$ cat config.mk
export PLATFORM = sky130hd
export DESIGN_NAME = axil_spi
export DESIGN_NICKNAME = d
export VERILOG_FILES = /design/src/design/spi_pkg.sv /design/src/design/spi_reg_file.sv /design/src/design/spi_fifo.sv /design/src/design/spi_master.sv /design/src/design/axil_spi.sv
export SDC_FILE = /design/constraint.sdc
export NUM_CORES = 1
export LEC_CHECK = 0
export ABC_AREA = 1
export BUFFER_PORTS_ARGS = -buffer_cell sky130_fd_sc_hd__clkbuf_2
export CORE_MARGIN = 2
export CORE_UTILIZATION = 30
export CTS_BUF_LIST = sky130_fd_sc_hd__clkbuf_8
export DETAILED_ROUTE_END_ITERATION = 16
export SLEW_MARGIN = 10
export SYNTH_ARGS = -nofsm -noshare
export SYNTH_HDL_FRONTEND = slang
export SYNTH_SLANG_ARGS = --single-unit
$ cat constraint.sdc
create_clock -name clk_i -period 5 [get_ports clk_i]
set_clock_uncertainty 0.05 [all_clocks]
set_input_delay 0.25 -clock clk_i [delete_from_list [all_inputs] [get_ports clk_i]]
set_output_delay 0.25 -clock clk_i [all_outputs]
set_load 0.02 [all_outputs]
$ cat src/design/spi_pkg.sv
// Shared register map, field positions, widths and state enums for the SPI master; scoped by name
`default_nettype none

package spi_pkg;

    localparam int SPI_DATA_WIDTH    = 8;
    localparam int SPI_DIVIDER_WIDTH = 16;
    localparam int SPI_WAIT_WIDTH    = 16;
    localparam int SPI_SELECT_WIDTH  = 8;   // Slave index field of REG_SLAVE
    localparam int AXIL_ADDR_WIDTH   = 5;
    localparam int AXIL_DATA_WIDTH   = 32;
    localparam int SPI_REG_NUM       = 8;

    typedef logic [SPI_DATA_WIDTH-1:0] spi_data_t;

    // Byte address is four times the index
    typedef enum logic [2:0] {
        REG_PARAM       = 3'd0,
        REG_CONTROL     = 3'd1,
        REG_STATUS      = 3'd2,
        REG_SLAVE       = 3'd3,
        REG_CLK_DIVIDER = 3'd4,
        REG_WAIT_TIME   = 3'd5,
        REG_TX          = 3'd6,
        REG_RX          = 3'd7
    } spi_reg_addr_e;

    typedef enum logic [1:0] {
        IDLE,
        WAIT,
        SHIFT,
        PUSH
    } spi_state_e;

    // Registers that hold host writes, one bit per index
    localparam logic [SPI_REG_NUM-1:0] SPI_REG_WRITABLE = 8'b0111_1010;

    localparam int SPI_CTRL_RESET_POS = 0;
    localparam int SPI_CTRL_CPOL_POS  = 1;
    localparam int SPI_CTRL_CPHA_POS  = 2;

    localparam int SPI_LAST_POS = 8;  // Last flag above the data byte in TX and RX

    localparam int SPI_STATUS_RX_EMPTY_POS = 0;
    localparam int SPI_STATUS_TX_EMPTY_POS = 1;
    localparam int SPI_STATUS_RX_FULL_POS  = 2;
    localparam int SPI_STATUS_TX_FULL_POS  = 3;

    localparam logic [SPI_DIVIDER_WIDTH-1:0] SPI_DIVIDER_INIT = 1;
    localparam logic [SPI_WAIT_WIDTH-1:0]    SPI_WAIT_INIT    = 0;

endpackage

`default_nettype wire

$ cat src/design/spi_reg_file.sv
// AXI-Lite slave register file; holds host settings and emits per-register access strobes
`timescale 1ns/1ns
`default_nettype none

module spi_reg_file (
    input  logic                                  clk_i,
    input  logic                                  rst_n_i,
    input  logic [spi_pkg::AXIL_ADDR_WIDTH-1:0]   s_awaddr_i,
    input  logic                                  s_awvalid_i,
    output logic                                  s_awready_o,
    input  logic [spi_pkg::AXIL_DATA_WIDTH-1:0]   s_wdata_i,
    input  logic                                  s_wvalid_i,
    output logic                                  s_wready_o,
    output logic                                  s_bvalid_o,
    input  logic                                  s_bready_i,
    input  logic [spi_pkg::AXIL_ADDR_WIDTH-1:0]   s_araddr_i,
    input  logic                                  s_arvalid_i,
    output logic                                  s_arready_o,
    output logic [spi_pkg::AXIL_DATA_WIDTH-1:0]   s_rdata_o,
    output logic                                  s_rvalid_o,
    input  logic                                  s_rready_i,
    input  logic [spi_pkg::SPI_REG_NUM-1:0][spi_pkg::AXIL_DATA_WIDTH-1:0] rd_data_i,
    output logic [spi_pkg::SPI_REG_NUM-1:0][spi_pkg::AXIL_DATA_WIDTH-1:0] wr_data_o,
    output logic [spi_pkg::SPI_REG_NUM-1:0]       wr_valid_o,
    output logic [spi_pkg::SPI_REG_NUM-1:0]       rd_request_o
);

    logic [spi_pkg::SPI_REG_NUM-1:0][spi_pkg::AXIL_DATA_WIDTH-1:0] regs;
    spi_pkg::spi_reg_addr_e waddr;
    spi_pkg::spi_reg_addr_e raddr;
    logic                   wr_hs;
    logic                   rd_hs;
    logic                   bvalid_q;
    logic                   rvalid_q;

    // Word index from the byte address
    assign waddr = spi_pkg::spi_reg_addr_e'(s_awaddr_i[spi_pkg::AXIL_ADDR_WIDTH-1:2]);
    assign raddr = spi_pkg::spi_reg_addr_e'(s_araddr_i[spi_pkg::AXIL_ADDR_WIDTH-1:2]);

    // Address and data are taken together, one write outstanding
    assign wr_hs       = s_awvalid_i & s_wvalid_i & ~bvalid_q;
    assign s_awready_o = wr_hs;
    assign s_wready_o  = wr_hs;
    assign s_bvalid_o  = bvalid_q;

    assign rd_hs       = s_arvalid_i & ~rvalid_q;
    assign s_arready_o = rd_hs;
    assign s_rvalid_o  = rvalid_q;

    always_comb begin
        for (int i = 0; i < spi_pkg::SPI_REG_NUM; i++) begin
            wr_valid_o[i]   = wr_hs && (waddr == i);
            rd_request_o[i] = rd_hs && (raddr == i);
            // Incoming word is forwarded so a strobe sees its own data
            wr_data_o[i]    = wr_valid_o[i] ? s_wdata_i : regs[i];
        end
    end

    always_ff @(posedge clk_i) begin
        if (!rst_n_i) begin
            regs <= '0;
            regs[spi_pkg::REG_CLK_DIVIDER] <=
                spi_pkg::AXIL_DATA_WIDTH'(spi_pkg::SPI_DIVIDER_INIT);
            regs[spi_pkg::REG_WAIT_TIME] <=
                spi_pkg::AXIL_DATA_WIDTH'(spi_pkg::SPI_WAIT_INIT);
            bvalid_q <= 1'b0;
            rvalid_q <= 1'b0;
        end else begin
            if (wr_hs && spi_pkg::SPI_REG_WRITABLE[waddr]) begin
                regs[waddr] <= s_wdata_i;
            end
            if (wr_hs) begin
                bvalid_q <= 1'b1;
            end else if (s_bready_i) begin
                bvalid_q <= 1'b0;
            end
            if (rd_hs) begin
                rvalid_q <= 1'b1;
            end else if (s_rready_i) begin
                rvalid_q <= 1'b0;
            end
        end
    end

    always_ff @(posedge clk_i) begin
        if (rd_hs) begin
            s_rdata_o <= rd_data_i[raddr];  // Captured before any pop lands
        end
    end

endmodule

`default_nettype wire

$ cat src/design/spi_fifo.sv
// Synchronous FIFO of data words with a last flag; valid/ready handshake on both sides
`timescale 1ns/1ns
`default_nettype none

module spi_fifo #(
    parameter int DEPTH = 16
) (
    input  logic               clk_i,
    input  logic               rst_n_i,
    input  spi_pkg::spi_data_t s_data_i,
    input  logic               s_last_i,
    input  logic               s_valid_i,
    output logic               s_ready_o,
    output spi_pkg::spi_data_t m_data_o,
    output logic               m_last_o,
    output logic               m_valid_o,
    input  logic               m_ready_i
);

    localparam int AW = (DEPTH > 1) ? $clog2(DEPTH) : 1;
    localparam int CW = $clog2(DEPTH + 1);

    logic [spi_pkg::SPI_DATA_WIDTH:0] mem [DEPTH];
    logic [AW-1:0] wr_ptr;
    logic [AW-1:0] rd_ptr;
    logic [CW-1:0] count;
    logic          push;
    logic          pop;

    assign s_ready_o = (count != CW'(DEPTH));
    assign m_valid_o = (count != '0);
    assign push      = s_valid_i & s_ready_o;
    assign pop       = m_valid_o & m_ready_i;

    assign {m_last_o, m_data_o} = mem[rd_ptr];

    always_ff @(posedge clk_i) begin
        if (push) begin
            mem[wr_ptr] <= {s_last_i, s_data_i};
        end
    end

    always_ff @(posedge clk_i) begin
        if (!rst_n_i) begin
            wr_ptr <= '0;
            rd_ptr <= '0;
            count  <= '0;
        end else begin
            if (push) wr_ptr <= (wr_ptr == AW'(DEPTH - 1)) ? '0 : wr_ptr + 1'b1;
            if (pop)  rd_ptr <= (rd_ptr == AW'(DEPTH - 1)) ? '0 : rd_ptr + 1'b1;
            count <= count + CW'(push) - CW'(pop);
        end
    end

endmodule

`default_nettype wire

$ cat src/design/spi_master.sv
// SPI shift engine; takes TX words, shifts them out with CPOL/CPHA and hands back RX words
`timescale 1ns/1ns
`default_nettype none

module spi_master #(
    parameter int SLAVE_NUM = 2
) (
    input  logic                                  clk_i,
    input  logic                                  rst_n_i,
    input  logic [spi_pkg::SPI_SELECT_WIDTH-1:0]  select_i,
    input  logic                                  cpol_i,
    input  logic                                  cpha_i,
    input  logic [spi_pkg::SPI_DIVIDER_WIDTH-1:0] clk_divider_i,
    input  logic [spi_pkg::SPI_WAIT_WIDTH-1:0]    wait_time_i,
    input  spi_pkg::spi_data_t                    s_data_i,
    input  logic                                  s_last_i,
    input  logic                                  s_valid_i,
    output logic                                  s_ready_o,
    output spi_pkg::spi_data_t                    m_data_o,
    output logic                                  m_last_o,
    output logic                                  m_valid_o,
    input  logic                                  m_ready_i,
    output logic                                  sclk_o,
    output logic                                  mosi_o,
    input  logic                                  miso_i,
    output logic [SLAVE_NUM-1:0]                  cs_n_o
);

    localparam int DW       = spi_pkg::SPI_DATA_WIDTH;
    localparam int EDGE_NUM = 2 * DW;
    localparam int EW       = $clog2(EDGE_NUM);

    spi_pkg::spi_state_e                    state;
    logic [spi_pkg::SPI_DIVIDER_WIDTH-1:0]  div_cnt;
    logic [spi_pkg::SPI_WAIT_WIDTH-1:0]     wait_cnt;
    logic [EW-1:0]                          edge_cnt;
    spi_pkg::spi_data_t                     tx_shift;
    spi_pkg::spi_data_t                     rx_shift;
    logic                                   last_q;
    logic                                   sclk_q;
    logic [SLAVE_NUM-1:0]                   cs_n_q;
    logic [SLAVE_NUM-1:0]                   cs_sel_n;
    logic                                   sample_edge;

    always_comb begin
        for (int i = 0; i < SLAVE_NUM; i++) begin
            cs_sel_n[i] = (select_i != i);  // Out-of-range select leaves all high
        end
    end

    // Even edges lead, so CPHA picks which edge samples
    assign sample_edge = (edge_cnt[0] == cpha_i);

    assign s_ready_o = (state == spi_pkg::IDLE);
    assign m_valid_o = (state == spi_pkg::PUSH);
    assign m_data_o  = rx_shift;
    assign m_last_o  = last_q;
    assign sclk_o    = sclk_q;
    assign mosi_o    = tx_shift[DW-1];
    assign cs_n_o    = cs_n_q;

    always_ff @(posedge clk_i) begin
        if (!rst_n_i) begin
            state    <= spi_pkg::IDLE;
            cs_n_q   <= '1;
            sclk_q   <= cpol_i;
            tx_shift <= '0;
        end else begin
            case (state)
                spi_pkg::IDLE: begin
                    sclk_q <= cpol_i;
                    if (s_valid_i) begin
                        tx_shift <= s_data_i;
                        last_q   <= s_last_i;
                        cs_n_q   <= cs_sel_n;
                        wait_cnt <= '0;
                        state    <= spi_pkg::WAIT;
                    end
                end
                spi_pkg::WAIT: begin
                    sclk_q <= cpol_i;
                    if (wait_cnt >= wait_time_i) begin
                        div_cnt  <= '0;
                        edge_cnt <= '0;
                        state    <= spi_pkg::SHIFT;
                    end else begin
                        wait_cnt <= wait_cnt + 1'b1;
                    end
                end
                spi_pkg::SHIFT: begin
                    if (div_cnt == clk_divider_i) begin  // Half period done
                        div_cnt  <= '0;
                        sclk_q   <= ~sclk_q;
                        edge_cnt <= edge_cnt + 1'b1;
                        if (sample_edge) begin
                            rx_shift <= {rx_shift[DW-2:0], miso_i};
                        end else if (edge_cnt != '0) begin
                            tx_shift <= {tx_shift[DW-2:0], 1'b0};
                        end
                        if (edge_cnt == EW'(EDGE_NUM - 1)) state <= spi_pkg::PUSH;
                    end else begin
                        div_cnt <= div_cnt + 1'b1;
                    end
                end
                spi_pkg::PUSH: begin
                    if (m_ready_i) begin
                        if (last_q) cs_n_q <= '1;  // Hold CS across a burst
                        state <= spi_pkg::IDLE;
                    end
                end
                default: state <= spi_pkg::IDLE;
            endcase
        end
    end

endmodule

`default_nettype wire

$ cat src/design/axil_spi.sv
// Top level of the AXI-Lite SPI master; joins register file, TX/RX FIFOs and shift engine
`timescale 1ns/1ns
`default_nettype none

module axil_spi #(
    parameter int FIFO_DEPTH = 16,
    parameter int SLAVE_NUM  = 2
) (
    input  logic                                clk_i,
    input  logic                                rst_n_i,
    input  logic [spi_pkg::AXIL_ADDR_WIDTH-1:0] s_awaddr_i,
    input  logic                                s_awvalid_i,
    output logic                                s_awready_o,
    input  logic [spi_pkg::AXIL_DATA_WIDTH-1:0] s_wdata_i,
    input  logic                                s_wvalid_i,
    output logic                                s_wready_o,
    output logic                                s_bvalid_o,
    input  logic                                s_bready_i,
    input  logic [spi_pkg::AXIL_ADDR_WIDTH-1:0] s_araddr_i,
    input  logic                                s_arvalid_i,
    output logic                                s_arready_o,
    output logic [spi_pkg::AXIL_DATA_WIDTH-1:0] s_rdata_o,
    output logic                                s_rvalid_o,
    input  logic                                s_rready_i,
    output logic                                sclk_o,
    output logic                                mosi_o,
    input  logic                                miso_i,
    output logic [SLAVE_NUM-1:0]                cs_n_o
);

    logic [spi_pkg::SPI_REG_NUM-1:0][spi_pkg::AXIL_DATA_WIDTH-1:0] wr_data;
    logic [spi_pkg::SPI_REG_NUM-1:0][spi_pkg::AXIL_DATA_WIDTH-1:0] rd_data;
    logic [spi_pkg::SPI_REG_NUM-1:0] wr_valid;
    logic [spi_pkg::SPI_REG_NUM-1:0] rd_request;
    logic                            core_rst_n;

    spi_pkg::spi_data_t tx_data, rx_data, fifo_rx_data;
    logic               tx_last, tx_valid, tx_ready;
    logic               rx_last, rx_valid, rx_ready;
    logic               fifo_tx_ready, fifo_rx_last, fifo_rx_valid;

    // Soft reset clears the data path only
    assign core_rst_n = rst_n_i & ~wr_data[spi_pkg::REG_CONTROL][spi_pkg::SPI_CTRL_RESET_POS];

    always_comb begin
        rd_data = wr_data;
        rd_data[spi_pkg::REG_PARAM] = {8'(spi_pkg::SPI_REG_NUM), 16'(FIFO_DEPTH),
                                       8'(spi_pkg::SPI_DATA_WIDTH)};
        rd_data[spi_pkg::REG_STATUS] = '0;
        rd_data[spi_pkg::REG_STATUS][spi_pkg::SPI_STATUS_RX_EMPTY_POS] = ~fifo_rx_valid;
        rd_data[spi_pkg::REG_STATUS][spi_pkg::SPI_STATUS_TX_EMPTY_POS] = ~tx_valid;
        rd_data[spi_pkg::REG_STATUS][spi_pkg::SPI_STATUS_RX_FULL_POS]  = ~rx_ready;
        rd_data[spi_pkg::REG_STATUS][spi_pkg::SPI_STATUS_TX_FULL_POS]  = ~fifo_tx_ready;
        rd_data[spi_pkg::REG_RX] = '0;  // Empty FIFO reads as zero
        if (fifo_rx_valid) begin
            rd_data[spi_pkg::REG_RX][spi_pkg::SPI_LAST_POS] = fifo_rx_last;
            rd_data[spi_pkg::REG_RX][spi_pkg::SPI_DATA_WIDTH-1:0] = fifo_rx_data;
        end
    end

    spi_reg_file u_reg_file (
        .clk_i       (clk_i),
        .rst_n_i     (rst_n_i),
        .s_awaddr_i  (s_awaddr_i),
        .s_awvalid_i (s_awvalid_i),
        .s_awready_o (s_awready_o),
        .s_wdata_i   (s_wdata_i),
        .s_wvalid_i  (s_wvalid_i),
        .s_wready_o  (s_wready_o),
        .s_bvalid_o  (s_bvalid_o),
        .s_bready_i  (s_bready_i),
        .s_araddr_i  (s_araddr_i),
        .s_arvalid_i (s_arvalid_i),
        .s_arready_o (s_arready_o),
        .s_rdata_o   (s_rdata_o),
        .s_rvalid_o  (s_rvalid_o),
        .s_rready_i  (s_rready_i),
        .rd_data_i   (rd_data),
        .wr_data_o   (wr_data),
        .wr_valid_o  (wr_valid),
        .rd_request_o(rd_request)
    );

    spi_fifo #(.DEPTH(FIFO_DEPTH)) u_fifo_tx (
        .clk_i    (clk_i),
        .rst_n_i  (core_rst_n),
        .s_data_i (wr_data[spi_pkg::REG_TX][spi_pkg::SPI_DATA_WIDTH-1:0]),
        .s_last_i (wr_data[spi_pkg::REG_TX][spi_pkg::SPI_LAST_POS]),
        .s_valid_i(wr_valid[spi_pkg::REG_TX]),  // Dropped when full
        .s_ready_o(fifo_tx_ready),
        .m_data_o (tx_data),
        .m_last_o (tx_last),
        .m_valid_o(tx_valid),
        .m_ready_i(tx_ready)
    );

    spi_master #(.SLAVE_NUM(SLAVE_NUM)) u_master (
        .clk_i        (clk_i),
        .rst_n_i      (core_rst_n),
        .select_i     (wr_data[spi_pkg::REG_SLAVE][spi_pkg::SPI_SELECT_WIDTH-1:0]),
        .cpol_i       (wr_data[spi_pkg::REG_CONTROL][spi_pkg::SPI_CTRL_CPOL_POS]),
        .cpha_i       (wr_data[spi_pkg::REG_CONTROL][spi_pkg::SPI_CTRL_CPHA_POS]),
        .clk_divider_i(wr_data[spi_pkg::REG_CLK_DIVIDER][spi_pkg::SPI_DIVIDER_WIDTH-1:0]),
        .wait_time_i  (wr_data[spi_pkg::REG_WAIT_TIME][spi_pkg::SPI_WAIT_WIDTH-1:0]),
        .s_data_i     (tx_data),
        .s_last_i     (tx_last),
        .s_valid_i    (tx_valid),
        .s_ready_o    (tx_ready),
        .m_data_o     (rx_data),
        .m_last_o     (rx_last),
        .m_valid_o    (rx_valid),
        .m_ready_i    (rx_ready),
        .sclk_o       (sclk_o),
        .mosi_o       (mosi_o),
        .miso_i       (miso_i),
        .cs_n_o       (cs_n_o)
    );

    spi_fifo #(.DEPTH(FIFO_DEPTH)) u_fifo_rx (
        .clk_i    (clk_i),
        .rst_n_i  (core_rst_n),
        .s_data_i (rx_data),
        .s_last_i (rx_last),
        .s_valid_i(rx_valid),
        .s_ready_o(rx_ready),
        .m_data_o (fifo_rx_data),
        .m_last_o (fifo_rx_last),
        .m_valid_o(fifo_rx_valid),
        .m_ready_i(rd_request[spi_pkg::REG_RX])  // Pop on RX read
    );

endmodule

`default_nettype wire

==> impl_metrics.env, run 1 <==
export IMPL_gp_congestion=0.827
export IMPL_hpwl_mm=40.1
export IMPL_clock_latency_ns=0.72
export IMPL_cts_resized=0
export IMPL_worstSetupEndpointType="register"
export IMPL_hp_class="in2reg"
export IMPL_numClockSinks=574
export IMPL_drive_above_1_share=0.104
export IMPL_synth_avg_cell_area_um2=10.1
export IMPL_area_growth_pct=15.4
export IMPL_grt_usage=0.148
export IMPL_crit_fanout=51
export IMPL_routedWlPerCell_um=17.4
export IMPL_criticalPathCategory="reg2reg"
export IMPL_final_antenna_net_count=0
export IMPL_ys_ff_latch=574
export IMPL_yosys_top_cells_count="nor2_1, edfxtp_1, nand2_1, dfxtp_1, inv_1"
export IMPL_path_clk_slew_ns=0.06
export IMPL_grt_overflow_total=0
export IMPL_required_ns=5.26
export IMPL_drtIter0Drc=1510
export IMPL_first_pass_iters=5
export IMPL_drc_errors=0
export IMPL_yosysSeqAreaShare=0.618
export IMPL_coreArea_um2=80800
export IMPL_synthArstFlopShare=0
export IMPL_antenna_found_initial=5
export IMPL_setup_violations=0
export IMPL_synth_edff_count=366
export IMPL_start_util=0.304
export IMPL_post_route_min_period_ns=3.71
export IMPL_die_height_um=290
export IMPL_ios=91
export IMPL_grt_pass1_wl_mm=97.8
export IMPL_via_per_inst=4.89
export IMPL_netlist_top_cells_area="edfxtp_1, dfxtp_1, nor2_1, nand2_1, o21ai_0"
export IMPL_port_buffers=86
export IMPL_root_buffer="clkbuf_8"
export IMPL_syn_nets=2535
export IMPL_fmaxAchievable_mhz=270
export IMPL_htree_levels=3
export IMPL_synth_area_um2=24500
export IMPL_cts_buffers=95
export IMPL_grt_max_degree=88
export IMPL_timing_final_crit_share=0.742
export IMPL_hold_viol=0
export IMPL_synth_cell_type_count=46
export IMPL_status="complete, no violations"
export IMPL_final_core_util=0.350
export IMPL_synth_top_area_cell="edfxtp_1"
export IMPL_power_density_nw_per_um2=414
export IMPL_slew_limit_headroom=0.305
export IMPL_synth_cells=2437
export IMPL_nNetsFinal=2650
export IMPL_leakagePower_uw=0.0112
export IMPL_grt_pass1_vias=16600
export IMPL_wl_mm=64.1
export IMPL_synth_warnings=0
export IMPL_arrival_ns=3.97
export IMPL_synth_top_area_frac=0.448
export IMPL_drv_cap=0
export IMPL_setup_tns_ns=0
export IMPL_synth_most_common_cell="nor2_1"
export IMPL_max_vdd_ir_drop_mv=0.221
export IMPL_die_area_um2=84100
export IMPL_num_vias=18100
export IMPL_max_slew_worst_pin_slew_ns=1.04
export IMPL_cts_buffer_depth=3
export IMPL_cts_tree="yes"
export IMPL_hold_depth=5
export IMPL_die_w_um=290
export IMPL_num_rows=104
export IMPL_synth_flop_cell="edfxtp_1"
export IMPL_cp_start_kind="register"
export IMPL_rr_worst_depth=14
export IMPL_slew_viol_final=0
export IMPL_grt_setup_unrepaired="false"
==> worst paths after layout <==
kind / startpoint / endpoint / slack (ns)
max: u_reg_file.s_bvalid_o / u_master.div_cnt[15] / 1.29
min reg2reg: u_reg_file.regs[108] / u_reg_file.regs[108] / 0.42
max reg2reg: u_reg_file.s_bvalid_o / u_master.div_cnt[15] / 1.29
min: s_wdata_i[12] / u_reg_file.regs[108] / 0.05
==> routing by layer <==
metal / part of all wire / vias to the layer above / GRT usage / routed length (um)
li1: - / 8740 / - / -
met1: 0.46 / 8683 / 0.209 / 29500
met2: 0.45 / 517 / 0.225 / 28800
met3: 0.067 / 106 / 0.0321 / 4290
met4: 0.023 / 4 / 0.0470 / 1490
met5: 0.00036 / - / 0 / 23
==> repair_timing <==
action                    in CTS  in global routing
hold endpoints to repair     125                  0
hold buffers                  37                  0
buffers inserted               0                  0
==> metrics by stage <==
step | power, uW | setup slack, ns | instances | hold WS (ns) | cell area (um^2)
floorplan | 6940 | 0.849 | 2437 | 0.269 | 24500
finish | 11700 | 1.29 | 3693 | 0.0458 | 28300
global placement | 7560 | 1.35 | 3478 | 0.381 | 26000
detailed placement | 7590 | 1.30 | 3478 | 0.380 | 26000
global route | 12300 | 0.944 | 3693 | 0.0422 | 28300
CTS | 11800 | 1.32 | 3692 | 0.0155 | 28300
==> area by class of cell <==
class | count | area, um^2
tap | 1060 | 1330
sequential | 574 | 15200
clock inverter | 61 | 353
multi-input combinational | 1538 | 8130
fill | 8035 | 52500
antenna | 1 | 2.50
inverter | 192 | 723
clock buffer | 116 | 1600
timing repair buffer | 151 | 1010
==> worst max-delay path: stages, from the launching register on <==
cell	delay [ns]
dfxtp_1	0.33
nor2_2	0.28
nand4_1	0.13
buf_4	0.35
o21ai_0	0.32
inv_1	0.09
ha_1	0.30
a21oi_1	0.07
o21ai_0	0.15
nand2_1	0.07
o211ai_1	0.08
nand2_1	0.06
nand4_1	0.25
o211ai_1	0.23
inv_1	0.55
==> sequential cells by signal (all words and copies together), names as in the netlist, 2 cells and up, named ones only <==
name                  flops
u_master.cs_n_o           2
u_fifo_tx.count           5
u_fifo_rx.rd_ptr          4
u_fifo_rx.wr_ptr          4
u_master.div_cnt         16
u_reg_file.regs         160
u_fifo_tx.rd_ptr          4
u_fifo_rx.mem           144
u_master.tx_shift         8
u_reg_file.s_rdata_o     32
u_master.edge_cnt         4
u_master.wait_cnt        16
u_master.state            2
u_fifo_tx.wr_ptr          4
u_fifo_tx.mem           144
u_fifo_rx.count           5
u_master.m_data_o         8
==> cells in the final DEF, fill, tap and decap left out, drive strengths merged <==
cell type / netlist / layout
nand4: 26 / 26
inv: 187 / 229
o21ai: 177 / 177
a311oi: 1 / 1
clkinv: 5 / 23
buf: 27 / 28
o221ai: 62 / 62
dfxtp: 208 / 208
xor2: 12 / 12
mux2i: 66 / 66
diode: 0 / 1
clkbuf: 106 / 202
a21oi: 141 / 141
a31oi: 4 / 4
ha: 46 / 46
bufinv: 0 / 1
o31ai: 2 / 2
or2: 8 / 8
nand2: 253 / 253
o21a: 2 / 2
o211ai: 20 / 20
nand3b: 4 / 4
nor4: 1 / 1
nor3b: 4 / 4
o21bai: 2 / 2
o22ai: 55 / 55
a221oi: 1 / 1
a22oi: 1 / 1
o22a: 21 / 21
edfxtp: 366 / 366
fa: 2 / 2
nor3: 17 / 17
nor2: 491 / 491
a211oi: 4 / 4
dlygate4sd3: 0 / 37
nand3: 111 / 111
o2111ai: 3 / 3
o41ai: 1 / 1
==> kinds of logic (layout without fill, tap and decap cells) <==
group / after synthesis / count (layout) / synth area share
AOI/OAI and AO/OA: 497 / 497 / 0.121
xor gates and xnor gates: 12 / 12 / 0.00428
adders and majority gates: 48 / 48 / 0.0251
buffers and inverters: 325 / 520 / 0.0520
DFF: 574 / 574 / 0.618
muxes: 66 / 66 / 0.0269
other: 0 / 1 / 0
and+or+nand+nor: 915 / 915 / 0.153
==> report_power, final <==
| part | switching [uW] | internal (uW) |
|---|---|---|
| Clock | 1990 | 2190 |
| Sequential | 231 | 5300 |
| Combinational | 1340 | 653 |
Note: power is estimated with default switching activity, not from simulation.
==> run 2: changes to the inputs <==
- ABC_AREA: 1 -> 0
- clock period: 5 -> 3 ns (I/O delays scaled with it)
==> run 2 against run 1 <==
  * The run now ends with setup timing left
  * Combinational power grew 100%
  * Die area rose by 2.1%
  * Sequential share of layout area is 4.0 points lower
  * Register-to-register slack worse by 1.6 ns
  * Highest routed layer is now met4
  * Largest power group unchanged
==> impl_metrics.env, run 2 <==
export IMPL_criticalPathCategory="reg2reg"
export IMPL_num_rows=105
export IMPL_antenna_found_initial=2
export IMPL_synth_cell_type_count=62
export IMPL_die_height_um=293
export IMPL_top_regs="u_reg_file.regs x160, u_fifo_rx.mem x144, u_fifo_tx.mem x144"
export IMPL_seq_power_share=0.458
export IMPL_layout_commonest_cell="edfxtp_1"
export IMPL_arrival_ns=3.70
export IMPL_grt_usage=0.156
export IMPL_grt_overflow_total=0
export IMPL_pwr_share_comb=0.200
export IMPL_synth_warnings=0
export IMPL_synth_flop_cell="edfxtp_1"
export IMPL_rr_endpoint="u_master.wait_cnt[3]"
export IMPL_worstSetupEndpointType="register"
export IMPL_routedWlPerCell_um=19.6
export IMPL_path_clk_slew_ns=0.07
export IMPL_grt_max_degree=161
export IMPL_drtIter0Drc=1322
export IMPL_numClockSinks=574
export IMPL_violations="setup timing"
export IMPL_ys_ff_latch=574
export IMPL_yosysSeqAreaShare=0.605
export IMPL_netlist_top_cells_area="edfxtp_1, dfxtp_1, mux4_2, nand2_1, mux2i_1"
export IMPL_via_per_inst=5.04
export IMPL_post_place_ws_ns=-0.581
export IMPL_max_slew_worst_pin_slew_ns=0.726
export IMPL_synth_edff_count=366
export IMPL_cp_start_kind="register"
export IMPL_largest_reg_flops=160
export IMPL_hpwl_mm=46.6
export IMPL_synth_cells=2048
export IMPL_postLayoutCellArea_um2=30600
export IMPL_synth_top_area_frac=0.439
export IMPL_die_w_um=293
export IMPL_yosys_top_cells_count="edfxtp_1, nand2_1, dfxtp_1, nor2_1, clkbuf_1"
export IMPL_synth_avg_cell_area_um2=12.2
export IMPL_cts_buffers=98
export IMPL_hold_viol=0
export IMPL_port_buffers=86
export IMPL_synthArstFlopShare=0
export IMPL_grt_setup_unrepaired="true"
export IMPL_max_vdd_ir_drop_mv=0.309
export IMPL_coreArea_um2=82400
export IMPL_leakagePower_uw=0.0105
export IMPL_synth_area_um2=25000
export IMPL_rrSetupSlack_ns=-0.34
export IMPL_cts_buffer_depth=3
export IMPL_p_int_uw=14400
export IMPL_slew_viol_final=0
export IMPL_wl_mm=68.1
export IMPL_syn_nets=2146
export IMPL_final_antenna_net_count=0
export IMPL_power_density_nw_per_um2=663
export IMPL_ios=91
export IMPL_rr_worst_depth=16
export IMPL_gp_congestion=0.925
export IMPL_switching_power_uw=5900
export IMPL_area_growth_pct=22.1
export IMPL_grt_pass1_vias=17600
export IMPL_first_pass_iters=12
export IMPL_grt_pass1_wl_mm=104
export IMPL_cts_tree="yes"
export IMPL_status="finished with violations"
export IMPL_synth_top_area_cell="edfxtp_1"
export IMPL_placed_area_um2=27800
export IMPL_swShare=0.291
export IMPL_crit_fanout=8
export IMPL_clock_latency_ns=0.71
export IMPL_setup_violations=71
export IMPL_slew_limit_headroom=0.516
export IMPL_fmaxAchievable_mhz=300
export IMPL_drive_above_1_share=0.221
export IMPL_cp_startpoint="u_reg_file.s_bvalid_o"
export IMPL_required_ns=3.36
export IMPL_largest_register="u_reg_file.regs"
export IMPL_synth_most_common_cell="edfxtp_1"
export IMPL_die_area_um2=85800
export IMPL_setup_slack_ns=-0.337
export IMPL_power_frac_clock=0.342
export IMPL_nNetsFinal=2418
export IMPL_crit_end="u_master.wait_cnt[3]"
export IMPL_root_buffer="clkbuf_8"
export IMPL_htree_levels=3
export IMPL_num_vias=17500
export IMPL_rr_startpoint="u_reg_file.s_bvalid_o"
export IMPL_timing_final_crit_share=1.11
export IMPL_start_util=0.304
export IMPL_drv_cap=0
export IMPL_layout_common_cells="edfxtp_1, nand2_1, dfxtp_1, buf_4, nor2_1"
export IMPL_hp_class="in2reg"
export IMPL_drc_errors=0
export IMPL_post_route_min_period_ns=3.34
run 2: cell count changes after synthesis, moves of 39 or more:
cell      change
a21oi_1      -99
mux4_2       +70
inv_1       -138
nand3_1      -76
o21ai_0     -136
a21boi_0     +96
o221ai_1     -39
nor2_1      -327
nor2b_1      +66
run 2: logic make-up (layout without fill, tap and decap cells):
group | Yosys count | in the layout | synth area share
simple gates | 659 | 660 | 0.119
mux | 165 | 165 | 0.101
fa+ha+maj | 48 | 48 | 0.0246
flops | 574 | 574 | 0.605
buf+inv | 186 | 535 | 0.0292
compound gates | 358 | 358 | 0.100
other cells | 0 | 2 | 0
xor+xnor | 58 | 58 | 0.0203
run 2: metal layers:
layer | vias up | global-route usage | wire, um
li1 | 8077 | - | -
met5 | - | 0 | 0
met2 | 601 | 0.256 | 32200
met1 | 8691 | 0.209 | 30000
met4 | 0 | 0.0472 | 1700
met3 | 116 | 0.0284 | 4090
run 2: per-stage QoR:
step | hold WS [ns] | total power (uW) | setup TNS (ns) | utilization | cells
2_1_floorplan | 0.199 | 11800 | -9.23 | - | 2048
3_3_place_gp | 0.348 | 13000 | -23.26 | 0.338 | 3232
3_5_place_dp | 0.350 | 13100 | -30.15 | 0.338 | 3232
4_1_cts | 0.0193 | 20300 | -17.18 | 0.368 | 3463
5_1_grt | 0.0856 | 21200 | -23.60 | 0.371 | 3469
6_report | 0.0896 | 20300 | -18.23 | 0.371 | 3470
run 2: area by class of cell:
class / instances / area (um^2)
repair buffers: 312 / 2430
clock buffers: 102 / 1400
multi-input cells: 1289 / 9550
flip-flops and latches: 574 / 15200
clock inverters: 76 / 515
well taps: 1070 / 1340
fillers: 7845 / 51800
inverters: 45 / 169
diodes: 2 / 5.00
run 2: power groups by stage:
| stage | registers (uW) | logic (uW) | clock network [uW] |
|---|---|---|---|
| 3_3_place_gp | 9420 | 3610 | 0 |
| 3_5_place_dp | 9430 | 3710 | 0 |
| 6_report | 9280 | 4060 | 6930 |
| 2_1_floorplan | 9270 | 2490 | 0 |
| 5_1_grt | 9320 | 4440 | 7430 |
| 4_1_cts | 9270 | 3930 | 7100 |
run 2: critical path, cell delays in order (launching register included):
cell and delay, ns:
dfxtp_4 0.34, buf_4 0.15, nor2_4 0.13, nand3_4 0.14, buf_8 0.18, buf_8 0.14, mux2i_4 0.20, ha_4 0.17
a211oi_2 0.23, nand3_2 0.11, a31oi_4 0.18, nor4_4 0.06, nor4_4 0.33, buf_6 0.17, a21oi_2 0.04, nor2_4 0.22
clkbuf_16 0.21
run 2: what timing repair did:
action | in CTS | in global routing
endpoints found under the hold margin | 161 | 0
buffers inserted | 13 | 5
gates cloned | 2 | 1
hold buffers | 39 | 0
resized for setup | 23 | 27
setup endpoints to repair | 71 | 76
pin swaps | 12 | 15
run 2: worst min-delay path by stage:
stage             startpoint                     to  slack (ns)  depth (start not counted)
4_1_cts        s_awaddr_i[2]   u_reg_file.regs[211]        0.02                          6
3_3_place_gp     s_arvalid_i  u_reg_file.s_rvalid_o        0.35                          2
5_1_grt        s_awaddr_i[2]   u_reg_file.regs[142]        0.09                          6
6_report       s_awaddr_i[2]   u_reg_file.regs[211]        0.09                          6
2_1_floorplan         miso_i   u_master.m_data_o[0]        0.20                          0
3_5_place_dp     s_arvalid_i  u_reg_file.s_rvalid_o        0.35                          2
